### src/raycast_pkg.sv
`default_nettype none

package raycast_pkg;

  // Pixel colour as two bits per channel, blue in the top bits
  typedef logic [5:0] rgb_t;

  // Pixel column or line number
  typedef logic [9:0] pos_t;

  // Horizontal porch and sync widths, counted from the end of the visible width
  localparam int H_FRONT = 16;
  localparam int H_SYNC  = 96;

  // Vertical porch and sync heights, counted from the end of the visible height
  localparam int V_FRONT = 10;
  localparam int V_SYNC  = 2;

  // Register bank address space
  typedef logic [3:0] reg_addr_t;

  localparam reg_addr_t REG_SKY       = 4'd0;
  localparam reg_addr_t REG_FLOOR     = 4'd1;
  localparam reg_addr_t REG_WALL_HALF = 4'd2;
  localparam reg_addr_t REG_TEX_STEP  = 4'd3;
  localparam reg_addr_t REG_SLICE     = 4'd4;

  // One register frame is the address followed by the data, MSB first
  localparam int REG_FRAME_BITS = 16;

  // Texture step per wall pixel, 4 integer bits and 8 fraction bits
  typedef logic [11:0] tex_step_t;

  // Values the register bank holds after reset
  localparam rgb_t      SKY_RESET       = 6'h15;
  localparam rgb_t      FLOOR_RESET     = 6'h2A;
  localparam logic [8:0] WALL_HALF_RESET = 9'd0;
  localparam tex_step_t TEX_STEP_RESET  = 12'd256;
  localparam logic [8:0] SLICE_RESET     = 9'd0;

endpackage

`default_nettype wire

### src/tex_flash_pkg.sv
`default_nettype none

package tex_flash_pkg;

  // Quad output fast read, data comes back on all four IO lines
  localparam logic [7:0] FLASH_CMD = 8'h6B;

  // Preamble field lengths in flash clock cycles
  localparam int CMD_LEN   = 8;
  localparam int ADDR_LEN  = 24;
  localparam int DUMMY_LEN = 8;
  localparam int PREAMBLE_LEN = CMD_LEN + ADDR_LEN + DUMMY_LEN;

  // One wall slice is 64 texels of one byte each, so two nibbles per texel
  localparam int TEXEL_COUNT = 64;
  localparam int READ_LEN    = TEXEL_COUNT * 2;
  localparam int STREAM_LEN  = PREAMBLE_LEN + READ_LEN;

  // Slice number, sent as flash address bits 14 to 6
  typedef logic [8:0] slice_addr_t;

  // Texel position within a slice
  typedef logic [5:0] texel_idx_t;

  // Texel colour, packed the same way as a pixel colour
  typedef logic [5:0] texel_t;

endpackage

`default_nettype wire

### src/raycast_top.sv
`timescale 1ns/1ps
`default_nettype none

module raycast_top
  import raycast_pkg::*, tex_flash_pkg::*;
#(
  parameter int H_VIEW  = 640,
  parameter int H_TOTAL = 800,
  parameter int V_VIEW  = 480,
  parameter int V_TOTAL = 525
) (
  input  logic       clk,
  input  logic       i_rst,
  input  logic       i_reg_ss_n,
  input  logic       i_reg_sclk,
  input  logic       i_reg_mosi,
  input  logic [3:0] i_tex_in,
  output logic       o_tex_csb,
  output logic       o_tex_sclk,
  output logic       o_tex_out0,
  output logic       o_tex_oeb0,
  output logic       o_hsync_n,
  output logic       o_vsync_n,
  output rgb_t       o_rgb,
  output logic       o_hblank,
  output logic       o_vblank,
  output pos_t       o_hpos,
  output pos_t       o_vpos
);

  logic        hsync;
  logic        vsync;
  logic        visible;
  logic        hmax;
  logic        frame_end;
  rgb_t        sky;
  rgb_t        floor_col;
  logic [8:0]  wall_half;
  tex_step_t   tex_step;
  slice_addr_t slice;
  texel_idx_t  texel_idx;
  texel_t      texel;

  vga_timing #(
    .H_VIEW  (H_VIEW),
    .H_TOTAL (H_TOTAL),
    .V_VIEW  (V_VIEW),
    .V_TOTAL (V_TOTAL)
  ) u_vga_timing (
    .clk         (clk),
    .i_rst       (i_rst),
    .o_hpos      (o_hpos),
    .o_vpos      (o_vpos),
    .o_hsync     (hsync),
    .o_vsync     (vsync),
    .o_visible   (visible),
    .o_hmax      (hmax),
    .o_frame_end (frame_end)
  );

  // Monitor expects active low sync
  assign o_hsync_n = ~hsync;
  assign o_vsync_n = ~vsync;
  assign o_hblank  = ~(o_hpos < pos_t'(H_VIEW));
  assign o_vblank  = ~(o_vpos < pos_t'(V_VIEW));

  // Slice for the next line is fetched from flash at the tail of this one
  tex_flash_reader #(.H_VIEW(H_VIEW)) u_tex_flash_reader (
    .clk         (clk),
    .i_rst       (i_rst),
    .i_hpos      (o_hpos),
    .i_slice     (slice),
    .i_tex_in    (i_tex_in),
    .i_texel_idx (texel_idx),
    .o_tex_csb   (o_tex_csb),
    .o_tex_sclk  (o_tex_sclk),
    .o_tex_out0  (o_tex_out0),
    .o_tex_oeb0  (o_tex_oeb0),
    .o_texel     (texel)
  );

  reg_spi_bank u_reg_spi_bank (
    .clk         (clk),
    .i_rst       (i_rst),
    .i_ss_n      (i_reg_ss_n),
    .i_sclk      (i_reg_sclk),
    .i_mosi      (i_reg_mosi),
    .i_frame_end (frame_end),
    .o_sky       (sky),
    .o_floor     (floor_col),
    .o_wall_half (wall_half),
    .o_tex_step  (tex_step),
    .o_slice     (slice)
  );

  row_shader #(.H_VIEW(H_VIEW)) u_row_shader (
    .clk         (clk),
    .i_rst       (i_rst),
    .i_hpos      (o_hpos),
    .i_visible   (visible),
    .i_hmax      (hmax),
    .i_sky       (sky),
    .i_floor     (floor_col),
    .i_wall_half (wall_half),
    .i_tex_step  (tex_step),
    .i_texel     (texel),
    .o_texel_idx (texel_idx),
    .o_rgb       (o_rgb)
  );

endmodule

`default_nettype wire

### src/reg_spi_bank.sv
`timescale 1ns/1ps
`default_nettype none

module reg_spi_bank
  import raycast_pkg::*;
(
  input  logic       clk,
  input  logic       i_rst,
  input  logic       i_ss_n,
  input  logic       i_sclk,
  input  logic       i_mosi,
  input  logic       i_frame_end,
  output rgb_t       o_sky,
  output rgb_t       o_floor,
  output logic [8:0] o_wall_half,
  output tex_step_t  o_tex_step,
  output logic [8:0] o_slice
);

  localparam int DATA_BITS = REG_FRAME_BITS - $bits(reg_addr_t);

  // Two stages of synchroniser, plus a third on the strobes for edge detection
  logic [2:0] sclk_sr;
  logic [2:0] ss_sr;
  logic [1:0] mosi_sr;
  logic       sclk_rise;
  logic       ss_rise;
  logic       ss_active;

  // Bit counter saturates so an overlong frame never wraps back to 16
  logic [4:0]                bit_cnt;
  logic [REG_FRAME_BITS-1:0] frame_sr;
  reg_addr_t                 frame_addr;
  logic [DATA_BITS-1:0]      frame_data;
  logic                      frame_ok;

  // Shadow copies that collect writes during the frame
  rgb_t       sky_sh;
  rgb_t       floor_sh;
  logic [8:0] wall_half_sh;
  tex_step_t  tex_step_sh;
  logic [8:0] slice_sh;

  always_ff @(posedge clk) begin
    if (i_rst) begin
      sclk_sr <= '0;
      ss_sr   <= '1;
      mosi_sr <= '0;
    end else begin
      sclk_sr <= {sclk_sr[1:0], i_sclk};
      ss_sr   <= {ss_sr[1:0], i_ss_n};
      mosi_sr <= {mosi_sr[0], i_mosi};
    end
  end

  assign sclk_rise = sclk_sr[1] & ~sclk_sr[2];
  assign ss_rise   = ss_sr[1] & ~ss_sr[2];
  assign ss_active = ~ss_sr[1];

  // Count and shift while the master holds select low
  always_ff @(posedge clk) begin
    if (i_rst || !ss_active) begin
      bit_cnt <= '0;
    end else if (sclk_rise && (bit_cnt != 5'h1F)) begin
      bit_cnt <= bit_cnt + 5'd1;
    end
  end

  always_ff @(posedge clk) begin
    if (ss_active && sclk_rise) begin
      frame_sr <= {frame_sr[REG_FRAME_BITS-2:0], mosi_sr[1]};
    end
  end

  assign frame_addr = frame_sr[REG_FRAME_BITS-1:DATA_BITS];
  assign frame_data = frame_sr[DATA_BITS-1:0];
  assign frame_ok   = ss_rise && (bit_cnt == 5'(REG_FRAME_BITS));

  // A complete frame updates one shadow; unknown addresses fall through
  always_ff @(posedge clk) begin
    if (i_rst) begin
      sky_sh       <= SKY_RESET;
      floor_sh     <= FLOOR_RESET;
      wall_half_sh <= WALL_HALF_RESET;
      tex_step_sh  <= TEX_STEP_RESET;
      slice_sh     <= SLICE_RESET;
    end else if (frame_ok) begin
      case (frame_addr)
        REG_SKY:       sky_sh       <= frame_data[5:0];
        REG_FLOOR:     floor_sh     <= frame_data[5:0];
        REG_WALL_HALF: wall_half_sh <= frame_data[8:0];
        REG_TEX_STEP:  tex_step_sh  <= frame_data;
        REG_SLICE:     slice_sh     <= frame_data[8:0];
        default:       ;
      endcase
    end
  end

  // Outputs only move at frame end, so a frame is never drawn with mixed values
  always_ff @(posedge clk) begin
    if (i_rst) begin
      o_sky       <= SKY_RESET;
      o_floor     <= FLOOR_RESET;
      o_wall_half <= WALL_HALF_RESET;
      o_tex_step  <= TEX_STEP_RESET;
      o_slice     <= SLICE_RESET;
    end else if (i_frame_end) begin
      o_sky       <= sky_sh;
      o_floor     <= floor_sh;
      o_wall_half <= wall_half_sh;
      o_tex_step  <= tex_step_sh;
      o_slice     <= slice_sh;
    end
  end

endmodule

`default_nettype wire

### src/row_shader.sv
`timescale 1ns/1ps
`default_nettype none

module row_shader
  import raycast_pkg::*, tex_flash_pkg::*;
#(
  parameter int H_VIEW = 640
) (
  input  logic       clk,
  input  logic       i_rst,
  input  pos_t       i_hpos,
  input  logic       i_visible,
  input  logic       i_hmax,
  input  rgb_t       i_sky,
  input  rgb_t       i_floor,
  input  logic [8:0] i_wall_half,
  input  tex_step_t  i_tex_step,
  input  texel_t     i_texel,
  output texel_idx_t o_texel_idx,
  output rgb_t       o_rgb
);

  // Screen midpoint, the centre of every wall span
  localparam int HALF = H_VIEW / 2;

  // Texture coordinate in 6.8 fixed point, wraps every 64 texels
  logic [13:0] tex_acc;
  logic [10:0] hpos_plus_half;
  logic [10:0] span_end;
  logic        in_wall;

  // Span test is rearranged so nothing goes negative when wall_half exceeds HALF
  assign hpos_plus_half = {1'b0, i_hpos} + {2'b00, i_wall_half};
  assign span_end       = 11'(HALF) + {2'b00, i_wall_half};

  assign in_wall = (hpos_plus_half >= 11'(HALF)) && ({1'b0, i_hpos} < span_end);

  // Line end restarts the texture at its top, each wall pixel then moves down
  // by one step
  always_ff @(posedge clk) begin
    if (i_rst || i_hmax) begin
      tex_acc <= '0;
    end else if (in_wall) begin
      tex_acc <= tex_acc + {2'b00, i_tex_step};
    end
  end

  // Integer part of the accumulator picks the texel
  assign o_texel_idx = tex_acc[13:8];

  // Black outside the view, then wall, then floor left and sky right
  always_comb begin
    if (!i_visible) begin
      o_rgb = '0;
    end else if (in_wall) begin
      o_rgb = i_texel;
    end else if (i_hpos < pos_t'(HALF)) begin
      o_rgb = i_floor;
    end else begin
      o_rgb = i_sky;
    end
  end

endmodule

`default_nettype wire

### src/tex_flash_reader.sv
`timescale 1ns/1ps
`default_nettype none

module tex_flash_reader
  import raycast_pkg::*, tex_flash_pkg::*;
#(
  parameter int H_VIEW = 640
) (
  input  logic        clk,
  input  logic        i_rst,
  input  pos_t        i_hpos,
  input  slice_addr_t i_slice,
  input  logic [3:0]  i_tex_in,
  input  texel_idx_t  i_texel_idx,
  output logic        o_tex_csb,
  output logic        o_tex_sclk,
  output logic        o_tex_out0,
  output logic        o_tex_oeb0,
  output texel_t      o_texel
);

  // The stream ends its preamble exactly when the visible part of the line ends
  localparam pos_t READ_START = pos_t'(H_VIEW - PREAMBLE_LEN);

  // Slice bits land on flash address bits 14 to 6, one byte per texel
  localparam int   SLICE_FIRST = CMD_LEN + ADDR_LEN - $bits(slice_addr_t) - $clog2(TEXEL_COUNT);
  localparam int   SLICE_LAST  = SLICE_FIRST + $bits(slice_addr_t) - 1;
  localparam logic [2:0] CMD_MSB   = 3'(CMD_LEN - 1);
  localparam logic [3:0] SLICE_END = 4'(SLICE_LAST);

  // Stream state counts from the start of the read and wraps at 1024
  pos_t       tspi_state;
  logic       data_present;
  logic [2:0] cmd_sel;
  logic [3:0] slice_sel;

  // One 64-bit plane per colour bit, texel k at bit k
  logic [TEXEL_COUNT-1:0] tex_r0;
  logic [TEXEL_COUNT-1:0] tex_r1;
  logic [TEXEL_COUNT-1:0] tex_g0;
  logic [TEXEL_COUNT-1:0] tex_g1;
  logic [TEXEL_COUNT-1:0] tex_b0;
  logic [TEXEL_COUNT-1:0] tex_b1;

  assign tspi_state = i_hpos - READ_START;

  // Flash is clocked from the inverted system clock, so the outputs set up on
  // the rising clk edge are stable when the flash samples them half a cycle later
  assign o_tex_sclk = ~clk;

  // Chip select covers the whole stream, and is high after reset since hpos is 0
  assign o_tex_csb = ~(tspi_state < pos_t'(STREAM_LEN));

  // IO0 turns around once command and address are out
  assign o_tex_oeb0 = (tspi_state >= pos_t'(CMD_LEN + ADDR_LEN));

  assign data_present = (tspi_state >= pos_t'(PREAMBLE_LEN)) &&
                        (tspi_state < pos_t'(STREAM_LEN));

  // Bit selects count down so each field goes out MSB first
  assign cmd_sel   = CMD_MSB - tspi_state[2:0];
  assign slice_sel = SLICE_END - tspi_state[3:0];

  always_comb begin
    o_tex_out0 = 1'b0;
    if (tspi_state < pos_t'(CMD_LEN)) begin
      o_tex_out0 = FLASH_CMD[cmd_sel];
    end else if ((tspi_state >= pos_t'(SLICE_FIRST)) &&
                 (tspi_state <= pos_t'(SLICE_LAST))) begin
      o_tex_out0 = i_slice[slice_sel];
    end
  end

  // Nibbles shift in from the top, so after 64 of each kind byte k sits at bit k
  // IO0 carries no colour and is dropped
  always_ff @(posedge clk) begin
    if (i_rst) begin
      // Planes start black so the first line has a defined wall colour
      tex_r0 <= '0;
      tex_r1 <= '0;
      tex_g0 <= '0;
      tex_g1 <= '0;
      tex_b0 <= '0;
      tex_b1 <= '0;
    end else if (data_present) begin
      if (!tspi_state[0]) begin
        // Even state carries the low bit of each channel
        tex_r0 <= {i_tex_in[1], tex_r0[TEXEL_COUNT-1:1]};
        tex_g0 <= {i_tex_in[2], tex_g0[TEXEL_COUNT-1:1]};
        tex_b0 <= {i_tex_in[3], tex_b0[TEXEL_COUNT-1:1]};
      end else begin
        tex_r1 <= {i_tex_in[1], tex_r1[TEXEL_COUNT-1:1]};
        tex_g1 <= {i_tex_in[2], tex_g1[TEXEL_COUNT-1:1]};
        tex_b1 <= {i_tex_in[3], tex_b1[TEXEL_COUNT-1:1]};
      end
    end
  end

  // Texel lookup for the shader, blue in the high bits like a pixel
  assign o_texel = {tex_b1[i_texel_idx], tex_b0[i_texel_idx],
                    tex_g1[i_texel_idx], tex_g0[i_texel_idx],
                    tex_r1[i_texel_idx], tex_r0[i_texel_idx]};

endmodule

`default_nettype wire

### src/vga_timing.sv
`timescale 1ns/1ps
`default_nettype none

module vga_timing
  import raycast_pkg::*;
#(
  parameter int H_VIEW  = 640,
  parameter int H_TOTAL = 800,
  parameter int V_VIEW  = 480,
  parameter int V_TOTAL = 525
) (
  input  logic clk,
  input  logic i_rst,
  output pos_t o_hpos,
  output pos_t o_vpos,
  output logic o_hsync,
  output logic o_vsync,
  output logic o_visible,
  output logic o_hmax,
  output logic o_frame_end
);

  // Window edges, all in counter units
  localparam pos_t H_LAST       = pos_t'(H_TOTAL - 1);
  localparam pos_t V_LAST       = pos_t'(V_TOTAL - 1);
  localparam pos_t V_VIEW_LAST  = pos_t'(V_VIEW - 1);
  localparam pos_t HSYNC_START  = pos_t'(H_VIEW + H_FRONT);
  localparam pos_t HSYNC_END    = pos_t'(H_VIEW + H_FRONT + H_SYNC);
  localparam pos_t VSYNC_START  = pos_t'(V_VIEW + V_FRONT);
  localparam pos_t VSYNC_END    = pos_t'(V_VIEW + V_FRONT + V_SYNC);

  logic vmax;

  // Pixel counter wraps every line, line counter steps once per wrap
  always_ff @(posedge clk) begin
    if (i_rst) begin
      o_hpos <= '0;
      o_vpos <= '0;
    end else if (o_hmax) begin
      o_hpos <= '0;
      o_vpos <= vmax ? '0 : o_vpos + pos_t'(1);
    end else begin
      o_hpos <= o_hpos + pos_t'(1);
    end
  end

  assign o_hmax = (o_hpos == H_LAST);
  assign vmax   = (o_vpos == V_LAST);

  // Sync pulses sit after the front porch
  assign o_hsync = (o_hpos >= HSYNC_START) && (o_hpos < HSYNC_END);
  assign o_vsync = (o_vpos >= VSYNC_START) && (o_vpos < VSYNC_END);

  assign o_visible = (o_hpos < pos_t'(H_VIEW)) && (o_vpos < pos_t'(V_VIEW));

  // Last pixel of the last visible line, where new register values take effect
  assign o_frame_end = o_hmax && (o_vpos == V_VIEW_LAST);

endmodule

`default_nettype wire

### config.mk
export PLATFORM = sky130hd
export DESIGN_NAME = raycast_top
export DESIGN_NICKNAME = d
export VERILOG_FILES = /design/src/raycast_pkg.sv /design/src/tex_flash_pkg.sv /design/src/raycast_top.sv /design/src/reg_spi_bank.sv /design/src/row_shader.sv /design/src/tex_flash_reader.sv /design/src/vga_timing.sv
export SDC_FILE = /design/constraint.sdc
export NUM_CORES = 1
export LEC_CHECK = 0
export BUFFER_PORTS_ARGS = -buffer_cell sky130_fd_sc_hd__buf_2
export CORE_MARGIN = 2
export CORE_UTILIZATION = 56
export DETAILED_ROUTE_END_ITERATION = 10
export PLACE_DENSITY = 0.72
export SYNTH_ARGS = -nofsm -noshare
export SYNTH_HDL_FRONTEND = slang
export SYNTH_SLANG_ARGS = --single-unit
### constraint.sdc
create_clock -name clk -period 3.1 [get_ports clk]
set_input_delay 0.155 -clock clk [delete_from_list [all_inputs] [get_ports clk]]
set_output_delay 0.155 -clock clk [all_outputs]
set_load 0.05 [all_outputs]
After elaboration in Yosys (flattened, before gate mapping):

Memories as Yosys holds them, arrays and structs flattened.
Cells that the tools add are included.
Widths: inputs -> output; s select.

* $add $sub $neg: 9
* $mul: 0
* divide/modulo/power cells: 0
* $lt $le $gt $ge: 18
* equal/unequal tests: 9
* shift-type cells: 0
* mux-type cells: 21
* bitwise operators: 12
* reduce and logical (&&, ||, !) cells: 21

Operators with widths (number)
* $bmux 1 s6: 6
* $lt 10x9->1 const B: 3
* $add 10x1->10 const B: 2
* $eq 10x10->1 const B: 2
* $ge 10x6->1 const B: 2
* $lt 10x10->1 const B: 2
* $mux 6: 3
* $add 14x12->14: 1
* $reduce_and 2->1: 7
* $add 10x9->11: 1
* $ge 11x9->1 const B: 1
* $lt 10x11->1: 1
* $add 9x9->10 const A: 1
* $eq 10x9->1 const B: 1
* $ge 10x10->1 const B: 1
* $ge 10x5->1 const B: 1
* $ge 10x9->1 const B: 1
* $le 10x5->1 const B: 1
* $logic_and 1x1->1: 10
* $lt 10x4->1 const B: 1
* $lt 10x8->1 const B: 1
* $mux 1: 10
* $mux 10: 1
* $not 1->1: 10
* 17 further kinds: 20

* bits in registers: 531
* latch bits: 0
* RAM bits: 0
* memory bits (read-only): 8
* input bits: 9
* memories kept: 1

Memories
* (name not given): depth 8, bits a word 1, read ports 1, clocked after memory_dff 0, write ports 0, RTL line tex_flash_reader.sv:67 `o_tex_out0 = FLASH_CMD[cmd_sel];`

Depth between registers and ports, before layout:

Gate-level depths: netlist (run 1).

* depth in word-level cells: 6
* mapped depth: 14

Modules after synthesis:

From an unflattened synthesis (run 1), not the netlist that was laid out.

* cells, all modules: 2296
* area total of the unflattened synthesis: 25311.8 um^2

By module, submodules not included
* tex_flash_reader: instances 1, cells an instance 1541, area an instance 17840.9 um^2, seq. area each 7687.4 um^2
* reg_spi_bank: instances 1, cells an instance 369, area an instance 4184.0 um^2, seq. area each 2422.3 um^2
* row_shader: instances 1, cells an instance 260, area an instance 2148.3 um^2, seq. area each 280.3 um^2
* vga_timing: instances 1, cells an instance 122, area an instance 1113.6 um^2, seq. area each 400.4 um^2
* raycast_top: instances 1, cells an instance 4, area an instance 25.0 um^2, seq. area each 0.0 um^2

==> reports/summary.txt, run 1 <==
Die Span Y: 209.1 um
critical path class: reg -> out
worst skew pair latency: 0.60 ns
largest net degree at the start of global routing: 180
sequential cell area: 10820 um^2
crit path time final: 3.490 ns
EDFF count, synth: 16
WHS Path Cells: 2
period utilisation layout: 112.6%
cell area after synthesis: 23560 um^2
Die W: 209.1 um
fmax: 0.2865 GHz
DP Area: 24700 um^2
WP data arrival: 3.33 ns
multi-input logic area: 12250 um^2
synthesis-stage register bit count: 531
HP Class: in -> reg
Port Buffers: 41
Antenna Nets Post-Route: 0
Via Count: 17035
DPL Wire Length: 31240 um
Worst setup SP type: register
Hold Vio Cnt, Final: 0
Min-Delay Endpoint: u_reg_spi_bank.mosi_sr[0]
FP Rows: 75
Post-Synth Adder-Cell Area: 2.454%
layout cell share with drive strength beyond 1: 19.03%
max_cap viols: 0
CTS tree: yes
Min Hold Slack: 0.02625 ns
Initial DRT Pass Iterations: 6
Synth Flop Type: dfxtp_1
unrepaired setup endpoints after global routing: yes
grt ovf: 0
async set-reset flop share out of synthesis: 0%
Hold Path Origin: i_rst
GRT Total Usage: 23.21%
mux share of post-synthesis cell area: 26.91%
largest family of logic cells by synthesized area: multiplexers
Num CTS Buffers: 54
crit path max fanout: 5
Pwr per Cell Area: 517.0 nW/um^2
final setup vio count: 6
reg-to-reg startpoint: u_vga_timing.o_hpos[3]
Setup Skew: 0.01687 ns
post-synthesis compound-gate area fraction: 6.399%
DR WL/cell: 18.28 um
filler cell count: 3136
Leak: 11.45 nW
Seq/Total Area, Yosys: 45.80%
fin. max-slew vios: 0
RR Endpoint: u_tex_flash_reader.tex_r1[3]
# diodes: 0
die area: 43730 um^2
Initial Util: 56.42%
Syn Nets: 2332
worst setup margin: -0.3899 ns
vias in the first global route: 16560
Synth Area in XOR/XNOR: 1.041%
worst reg2reg setup slack: 0.07 ns
first-pass GRT wire length: 83390 um
Vias per Instance: 5.794
failing checks: negative setup slack
status: complete, but fails checks
DRC viols: 0
Core Util, Final: 66.62%
Iteration-0 DRC Markers: 1031
number of top-level pins: 43
DRT Wirelength: 53740 um
Slew @ Worst Pin: 0.7963 ns
CORE AREA: 41760 um^2
Worst Path Required: 2.94 ns
VDD IR-drop max: 0.0004634 V
most frequent cells in the layout: dfxtp_1 (502), nor2_1 (453), mux2i_1 (406)
initial antenna violation count: 0
area grow syn2layout: 18.08%
Cells after Synth: 2278
number of H-tree levels: 2
Slew Limit Headroom: 46.91%
reg2reg path depth: 13
Post-Synth Simple-Gate Area: 13.20%
Reg clk slew, reported paths: 0.06 ns
# nets final: 2410
Synth Warn #: 0
CTS root buffer: clkbuf_16
Clock Path Buffers: 3
GPL Wtd Cong: 0.8428
Yosys cell types: 66
most common library cell in the layout ignoring fill and taps: dfxtp_1
Syn Area/Cell: 10.34 um^2
nature of the critical path endpoint: primary output
Final Cell Area: 27820 um^2
## report_power, final
group          leakage, nW  switching, mW  internal, mW
sequential            4.30         0.0101          6.86
clock                0.990           2.80          4.50
combinational         6.16          0.163        0.0539
total                 11.5           2.97          11.4
## worst max-delay path by stage
stage	from	cells past startpoint	end
final	u_vga_timing.o_hpos[0]	11	o_rgb[3]
after global routing	u_vga_timing.o_hpos[0]	11	o_rgb[4]
after CTS	u_reg_spi_bank.o_wall_half[1]	11	o_rgb[4]
after detailed placement	u_vga_timing.o_hpos[0]	11	o_rgb[4]
after global placement	u_vga_timing.o_hpos[0]	11	o_rgb[1]
after floorplan	u_vga_timing.o_hpos[7]	9	o_rgb[0]
## metrics by stage
| stage | std cells | total power [mW] | TNS, ns | worst slack [ns] |
|---|---|---|---|---|
| 6_report | 2940 | 14.38 | -2.282 | -0.3899 |
| 5_1_grt | 2940 | 14.79 | -12.90 | -0.4589 |
| 4_1_cts | 2917 | 14.49 | -1.999 | -0.3604 |
| 3_5_place_dp | 2787 | 7.284 | -0.6608 | -0.1272 |
| 3_3_place_gp | 2787 | 7.279 | -0.4206 | -0.08590 |
| 2_1_floorplan | 2278 | 7.218 | -0.4308 | -0.07181 |
## synth_stat cells (all sizes together), types with 13 or more instances
cell / instances / share of area (%)
a211oi: 25 / 0.80
clkbuf: 108 / 1.7
nand3: 17 / 0.36
a22o: 15 / 0.56
nor2: 456 / 7.3
ha: 43 / 2.3
a22oi: 14 / 0.45
a21oi: 75 / 1.6
inv: 34 / 0.54
nor3: 13 / 0.28
a221oi: 19 / 0.71
o21ai: 23 / 0.50
dfxtp: 515 / 44
edfxtp: 16 / 2.0
mux4: 98 / 9.4
nand2: 155 / 2.5
mux2i: 413 / 18
xnor2: 13 / 0.48
buf: 57 / 1.9
xor2: 15 / 0.56
nor2b: 24 / 0.64
## critical path: stages, from the launching register on
cell and delay [ns]:
dfxtp_4 0.35, ha_4 0.16, fa_2 0.34, nor2b_4 0.14, o21ai_2 0.14, a31oi_2 0.12, or4_1 0.43, and3_4 0.21
a41o_4 0.29, buf_12 0.15, a211oi_4 0.21, buf_6 0.19
## sequential cells by signal, indices dropped and copies added (netlist names), 12 cells and up
name,count
u_tex_flash_reader.tex_g1,64
u_tex_flash_reader.tex_r1,64
u_tex_flash_reader.tex_b0,64
u_reg_spi_bank.tex_step_sh,12
u_tex_flash_reader.tex_r0,64
u_tex_flash_reader.tex_g0,64
u_tex_flash_reader.tex_b1,64
u_reg_spi_bank.frame_sr,16
u_reg_spi_bank.o_tex_step,12
u_row_shader.tex_acc,14
## cell families (layout without fill, tap and decap cells)
group                      after synthesis  after routing
and+or+nand+nor                        740            741
DFF                                    531            531
muxes                                  511            511
AOI/OAI and AO/OA                      224            225
buffers and inverters                  199            320
adders and majority gates               45             45
xor gates and xnor gates                28             28
## metal layers
metal	global-route usage [%]	wire length [um]	vias up
li1	-	-	8171
met1	29.12	23390	8416
met2	40.53	26620	337
met3	2.991	1866	111
met4	9.507	1863	0
met5	0	0	-
## area by class of cell
cell class	count	area share (%)
Clock buffer	74	5.568
Clock inverter	29	1.655
Inverter	33	0.4453
Multi-Input combinational cell	1550	44.05
Sequential cell	531	38.90
Tap cell	539	2.424
Timing Repair Buffer	184	6.962
## repair_timing
action / 4_1_cts / 5_1_grt
endpoints found under the hold margin: 9 / 0
cloned: 2 / 13
setup endpoints to repair: 6 / 256
hold buffers: 6 / 0
pin swaps: 14 / 16
resized for setup: 49 / 52
setup buffers: 21 / 11
Power figures use the tool's default switching activity.
==> run 2, diff against run 1 <==
- CORE_ASPECT_RATIO: not set -> 0.5
- SLEW_MARGIN: not set -> 15
==> run 2 against run 1 <==
Largest cell class unchanged. Setup slack got worse by 0.21 ns. Worst hold slack worse by 0.0091 ns. Wire length fell by 6.0%. Clock power down 17%. The flow still finishes with violations (negative setup slack). Global-route usage shrank 1.1 points. Final cell count decreased by 0.78%. Core utilization down 1.5 points. Critical path depth up 3. Die area up 0.23%.
==> reports/summary.txt, run 2 (same netlist as run 1, synthesis figures left out) <==
CORE AREA: 41710 um^2 (-0.11%)
Worst setup SP type: register
Vias per Instance: 5.690 (-1.8%)
Clock Path Buffers: 3 (unchanged)
Slew Limit Headroom: 54.90% (+8.0 points)
Antenna Nets Post-Route: 0 (unchanged)
internal power: 10.37 mW (-9.1%)
Die W: 294.1 um (+41%)
HP Class: in -> reg
max layer used: met4
DR WL met2: 23850 um (-10%)
DRC viols: 0 (unchanged)
initial antenna violation count: 0 (unchanged)
nature of the critical path endpoint: primary output
sw frac: 21.19% (+0.55 points)
slowest stage cell, crit path: or4_1
layout cell share with drive strength beyond 1: 17.24% (-1.8 points)
vias in the first global route: 15487 (-6.5%)
# diodes: 0 (unchanged)
Logic pwr share: 1.7% (+0.2 points)
fin. max-slew vios: 0 (unchanged)
most frequent cells in the layout: dfxtp_1 (501), nor2_1 (454), mux2i_1 (409)
post-route insts no fill: 2917 (-0.78%)
GPL Wtd Cong: 0.8783 (+4.2%)
GRT Total Usage: 22.10% (-1.1 points)
multi-input logic area: 12150 um^2 (-0.86%)
die area: 43830 um^2 (+0.23%)
area grow syn2layout: 15.35%
Initial DRT Pass Iterations: 5 (-1)
crit path time final: 3.700 ns (+0.2102 ns)
failing checks: negative setup slack
Worst Path Required: 2.94 ns (about the same)
Switch Pwr: 2.789 mW (-6.1%)
crit path max fanout: 5 (unchanged)
max_cap viols: 0 (unchanged)
Leak: 11.12 nW (-2.9%)
period utilisation layout: 119.4% (+6.8 points)
status: complete, but fails checks
Post-Route M1 WL: 23700 um (+1.3%)
most common library cell in the layout ignoring fill and taps: dfxtp_1
Initial Util: 56.48% (+0.064 points)
CTS root buffer: clkbuf_16
unrepaired setup endpoints after global routing: yes
CTS tree: yes
filler cell count: 3189 (+1.7%)
Via Count: 16597 (-2.6%)
critical path class: reg -> out
sequential fraction of design power: 52.2% (+4.4 points)
DR WL/cell: 17.33 um (-5.2%)
largest net degree at the start of global routing: 107 (-41%)
Clock Power Share: 46.2% (-4.5 points)
worst skew pair latency: 0.57 ns (-0.03 ns)
Die Span Y: 149.0 um (-29%)
# nets final: 2385 (-1.0%)
worst setup margin: -0.6002 ns (-0.2102 ns)
WP data arrival: 3.55 ns (+0.22 ns)
Slew @ Worst Pin: 0.6745 ns (-0.1218 ns)
setup tns final: -3.196 ns (-0.9139 ns)
fmax: 0.2703 GHz (-5.7%)
DRT Wirelength: 50540 um (-6.0%)
Hold Vio Cnt, Final: 0 (unchanged)
number of top-level pins: 43 (unchanged)
Setup Skew: 0.01255 ns (-0.004319 ns)
final setup vio count: 6 (unchanged)
Port Buffers: 41 (unchanged)
total design power: 13.16 mW (-8.5%)
Iteration-0 DRC Markers: 1233 (+20%)
Reg clk slew, reported paths: 0.07 ns (about the same)
worst path cell trace: buf_6 -> fa_2 -> nor2b_4 -> o21ai_2 -> a31oi_2 -> or4_1 -> and3_4 -> a41o_4 -> buf_12 -> buf_6 -> a211oi_2 -> buf_4 -> a211oi_4 -> buf_6
first-pass GRT wire length: 79930 um (-4.1%)
sequential cell area: 10820 um^2 (about the same)
placed insts: 2796 (+0.32%)
grt ovf: 0 (unchanged)
Crit path top cell by count: buf_6
critical path's largest stage delay: 0.44 ns (about the same)
VDD IR-drop max: 0.0003385 V (-27%)
DPL Wire Length: 30400 um (-2.7%)
number of H-tree levels: 2 (unchanged)
FP Rows: 53 (-29%)
met3 routed WL: 2188 um (+17%)
Pwr per Cell Area: 484.2 nW/um^2 (-6.3%)
Num CTS Buffers: 47 (-13%)
==> run 2: final cells by class <==
cell class / instances / area share (%)
Multi-Input combinational cell: 1548 / 44.70
Sequential cell: 531 / 39.82
Timing Repair Buffer: 168 / 6.653
Clock buffer: 69 / 5.124
Tap cell: 550 / 2.532
Clock inverter: 18 / 0.7136
Inverter: 33 / 0.4558
==> run 2: worst max-delay path, delay by kind of cell (launching register included) <==
kind | cells | cell delay (ns)
AO/OA/AOI/OAI | 5 | 0.78
AND/OR/NAND/NOR | 3 | 0.75
buffers and inverters | 5 | 0.70
flip-flops | 1 | 0.37
adder cells (fa/ha/maj) | 1 | 0.37
==> run 2: layer usage <==
layer  GRT usage, %  up-vias
met5              0        -
met1          30.93     8120
met3          3.352       75
li1               -     8108
met4          5.332        0
met2          36.24      294
==> run 2: path summary, 6_finish.rpt <==
check | slack, ns | end | depth (start not counted) | from
max | -0.60 | o_rgb[3] | 14 | u_vga_timing.o_hpos[1]
min | 0.02 | u_tex_flash_reader.tex_b0[0] | 2 | i_rst
max reg2reg | 0.05 | u_tex_flash_reader.tex_g1[27] | 12 | u_vga_timing.o_hpos[3]
min reg2reg | 0.41 | u_reg_spi_bank.frame_sr[0] | 0 | u_reg_spi_bank.mosi_sr[1]
==> run 2: timing repair <==
| item | CTS | global route |
|---|---|---|
| gates resized for setup | 33 | 52 |
| endpoints found under the hold margin | 9 | 0 |
| buffers inserted | 11 | 11 |
| pin swaps | 10 | 16 |
| hold buffers | 6 | 0 |
| cloned | 1 | 9 |
| setup endpoints to repair | 7 | 296 |
==> run 2: metrics by stage <==
step / hold WS, ns / utilization [%] / cell area [um^2] / setup slack, ns
floorplan: 0.2588 / - / 23690 / -0.07181
global placement: 0.3506 / 59.42 / 24780 / -0.1605
detailed placement: 0.3445 / 59.42 / 24780 / -0.1447
CTS: 0.02295 / 63.92 / 26660 / -0.5659
global route: 0.03860 / 65.16 / 27180 / -0.6744
finish: 0.01716 / 65.16 / 27180 / -0.6002
==> run 2: power by group through the flow <==
stage          clock network, mW  logic (mW)  registers [mW]
3_3_place_gp              0.0655       0.203            7.02
5_1_grt                     6.50       0.242            6.86
2_1_floorplan             0.0545       0.130            7.03
3_5_place_dp              0.0655       0.203            7.02
6_report                    6.08       0.219            6.86
4_1_cts                     6.20       0.214            6.86
==> run 3, diff against run 2 <==
- RECOVER_POWER: not set -> 25
==> run 3 against run 2 <==
The run ends with max-capacitance violations, max-slew violations, negative setup slack left. Via count is 0.27% higher. Wire length is 0.22% higher. Clock power hardly changed. Register-to-register slack worse by 0.18 ns. Largest cell class unchanged. Largest power group unchanged. Highest routed layer unchanged.
==> reports/summary.txt, run 3 (same netlist as run 1, synthesis figures left out) <==
Slew Limit Headroom: -28.63% (-84 points)
Worst setup SP type: register
WP data arrival: 3.54 ns (about the same)
Iteration-0 DRC Markers: 1203 (-2.4%)
critical path class: reg -> out
worst path cell trace: buf_6 -> fa_2 -> nor2b_4 -> o21ai_2 -> a31oi_2 -> or4_1 -> and3_4 -> a41o_4 -> buf_12 -> buf_6 -> a211oi_2 -> buf_4 -> a211oi_4 -> buf_6
DRT Wirelength: 50650 um (+0.22%)
nature of the critical path endpoint: primary output
Antenna Nets Post-Route: 0 (unchanged)
Worst Path Required: 2.94 ns (about the same)
Leak: 11.00 nW (-1.1%)
Vias per Instance: 5.705 (+0.27%)
M2 GR Usage: 36.24% (unchanged)
period utilisation layout: 119.2% (-0.19 points)
fin. max-slew vios: 90 (+90)
Slew @ Worst Pin: 1.929 ns (+1.255 ns)
largest net degree at the start of global routing: 107 (unchanged)
Die W: 294.1 um (unchanged)
DR WL/cell: 17.36 um (+0.22%)
first-pass GRT wire length: 79930 um (unchanged)
Setup Skew: 0.01348 ns (+0.0009277 ns)
CTS root buffer: clkbuf_16
GRT Total Usage: 22.10% (unchanged)
reg2reg path depth: 6 (-6)
Crit path top cell by count: buf_6
DP Area: 24780 um^2 (unchanged)
crit path time final: 3.694 ns (-0.005984 ns)
worst setup margin: -0.5942 ns (+0.005984 ns)
Min-Delay Endpoint: u_reg_spi_bank.ss_sr[0]
Initial Util: 56.48% (unchanged)
final setup vio count: 24 (+18)
unrepaired setup endpoints after global routing: yes
most frequent cells in the layout: dfxtp_1 (501), nor2_1 (454), mux2i_1 (409)
GR Util met3: 3.352% (unchanged)
status: complete, but fails checks
internal power: 10.37 mW (about the same)
Die Span Y: 149.0 um (unchanged)
GR Util met1: 30.93% (unchanged)
CTS tree: yes
layout cell share with drive strength beyond 1: 16.05% (-1.2 points)
grt ovf: 0 (unchanged)
GPL Wtd Cong: 0.8783 (unchanged)
failing checks: max-capacitance violations, max-slew violations, negative setup slack
reg-to-reg startpoint: u_vga_timing.o_hpos[7]
FP Rows: 53 (unchanged)
critical path's largest stage delay: 0.44 ns (about the same)
Clock Power Share: 46.2% (about the same)
Reg clk slew, reported paths: 0.07 ns (about the same)
Hold Path Origin: i_reg_ss_n
Hold Vio Cnt, Final: 0 (unchanged)
# nets final: 2385 (unchanged)
DRC viols: 0 (unchanged)
most common library cell in the layout ignoring fill and taps: dfxtp_1
# diodes: 0 (unchanged)
area grow syn2layout: 15.05%
Port Buffers: 41 (unchanged)
Clock Path Buffers: 3 (unchanged)
GRT busiest layer: met2
Pwr per Cell Area: 485.4 nW/um^2 (+0.24%)
sequential fraction of design power: 52.2% (about the same)
RR Endpoint: u_vga_timing.o_vpos[0]
filler cell count: 3217 (+0.88%)
slowest stage cell, crit path: or4_1
crit path max fanout: 5 (unchanged)
HP Class: in -> reg
Switch Pwr: 2.791 mW (about the same)
Logic pwr share: 1.6% (about the same)
number of top-level pins: 43 (unchanged)
Via Count: 16641 (+0.27%)
number of H-tree levels: 2 (unchanged)
Final Cell Area: 27110 um^2 (-0.26%)
VDD IR-drop max: 0.0003388 V (about the same)
fmax: 0.2707 GHz (+0.16%)
max_cap viols: 1 (+1)
vias in the first global route: 15487 (unchanged)
WHS Path Cells: 3 (+1)
sw frac: 21.21% (about the same)
Core Util, Final: 64.98% (-0.17 points)
Place WS: -0.1447 ns (unchanged)
setup tns final: -4.486 ns (-1.290 ns)
worst reg2reg setup slack: -0.13 ns (-0.18 ns)
Initial DRT Pass Iterations: 5 (unchanged)
die area: 43830 um^2 (unchanged)
initial antenna violation count: 0 (unchanged)
CORE AREA: 41710 um^2 (unchanged)
Num CTS Buffers: 47 (unchanged)
worst skew pair latency: 0.57 ns (about the same)
DPL Wire Length: 30400 um (unchanged)
-- run 3: cell types whose count changed in the layout (fill, tap and decap cells not counted), sizes merged --
cell    change
buf        -30
clkbuf     +30
-- run 3: area by class of cell --
type	count	area, um^2	share of cell area, %
Clock buffer	69	1393	5.138
Sequential cell	531	10820	39.93
Tap cell	550	688.2	2.539
Timing Repair Buffer	168	1743	6.430
Multi-Input combinational cell	1548	12140	44.79
Clock inverter	18	193.9	0.7155
Inverter	33	123.9	0.4570
-- run 3: worst max-delay path, delay by kind of cell, from the launching register on --
| family | cells | cell delay [ns] |
|---|---|---|
| buffers and inverters | 5 | 0.70 |
| flip-flops | 1 | 0.37 |
| AO/OA/AOI/OAI | 5 | 0.78 |
| adder cells (fa/ha/maj) | 1 | 0.37 |
| AND/OR/NAND/NOR | 3 | 0.75 |
-- run 3: power by group through the flow --
stage / combinational, mW / sequential, mW / clock (mW)
floorplan: 0.130 / 7.03 / 0.0545
global placement: 0.203 / 7.02 / 0.0655
detailed placement: 0.203 / 7.02 / 0.0655
CTS: 0.214 / 6.86 / 6.20
global route: 0.238 / 6.86 / 6.50
finish: 0.215 / 6.86 / 6.08
-- run 3: worst max path at each step --
stage / from / to / slack, ns / depth (start not counted)
2_1_floorplan: u_vga_timing.o_hpos[7] / o_rgb[0] / -0.07 / 9
3_3_place_gp: u_vga_timing.o_hpos[0] / o_rgb[4] / -0.16 / 12
3_5_place_dp: u_vga_timing.o_hpos[0] / o_rgb[5] / -0.14 / 12
4_1_cts: u_vga_timing.o_hpos[0] / o_rgb[5] / -0.57 / 12
5_1_grt: u_reg_spi_bank.o_wall_half[5] / o_rgb[3] / -0.67 / 14
6_report: u_vga_timing.o_hpos[1] / o_rgb[3] / -0.59 / 14
-- run 3: repair_timing --
item                       CTS  global route
hold endpoints to repair     9             0
setup endpoints to repair    7           296
pin swaps                   10            16
gates resized for setup     33            52
hold buffers                 6             0
cloned                       1             9
buffers inserted            11            11
-- run 3: per-stage QoR --
stage          std cells  power (mW)  hold WS (ns)
2_1_floorplan       2278       7.218        0.2588
4_1_cts             2899       13.27       0.02295
5_1_grt             2917       13.60        0.3141
3_5_place_dp        2796       7.286        0.3445
3_3_place_gp        2796       7.286        0.3506
6_report            2917       13.16        0.3075
-- run 3: per-layer routing --
metal | part of all wire [%] | wire length, um
met5 | 0 | 0
met4 | 1.6 | 812
met3 | 4.2 | 2126
met2 | 47 | 23800
met1 | 47 | 23910
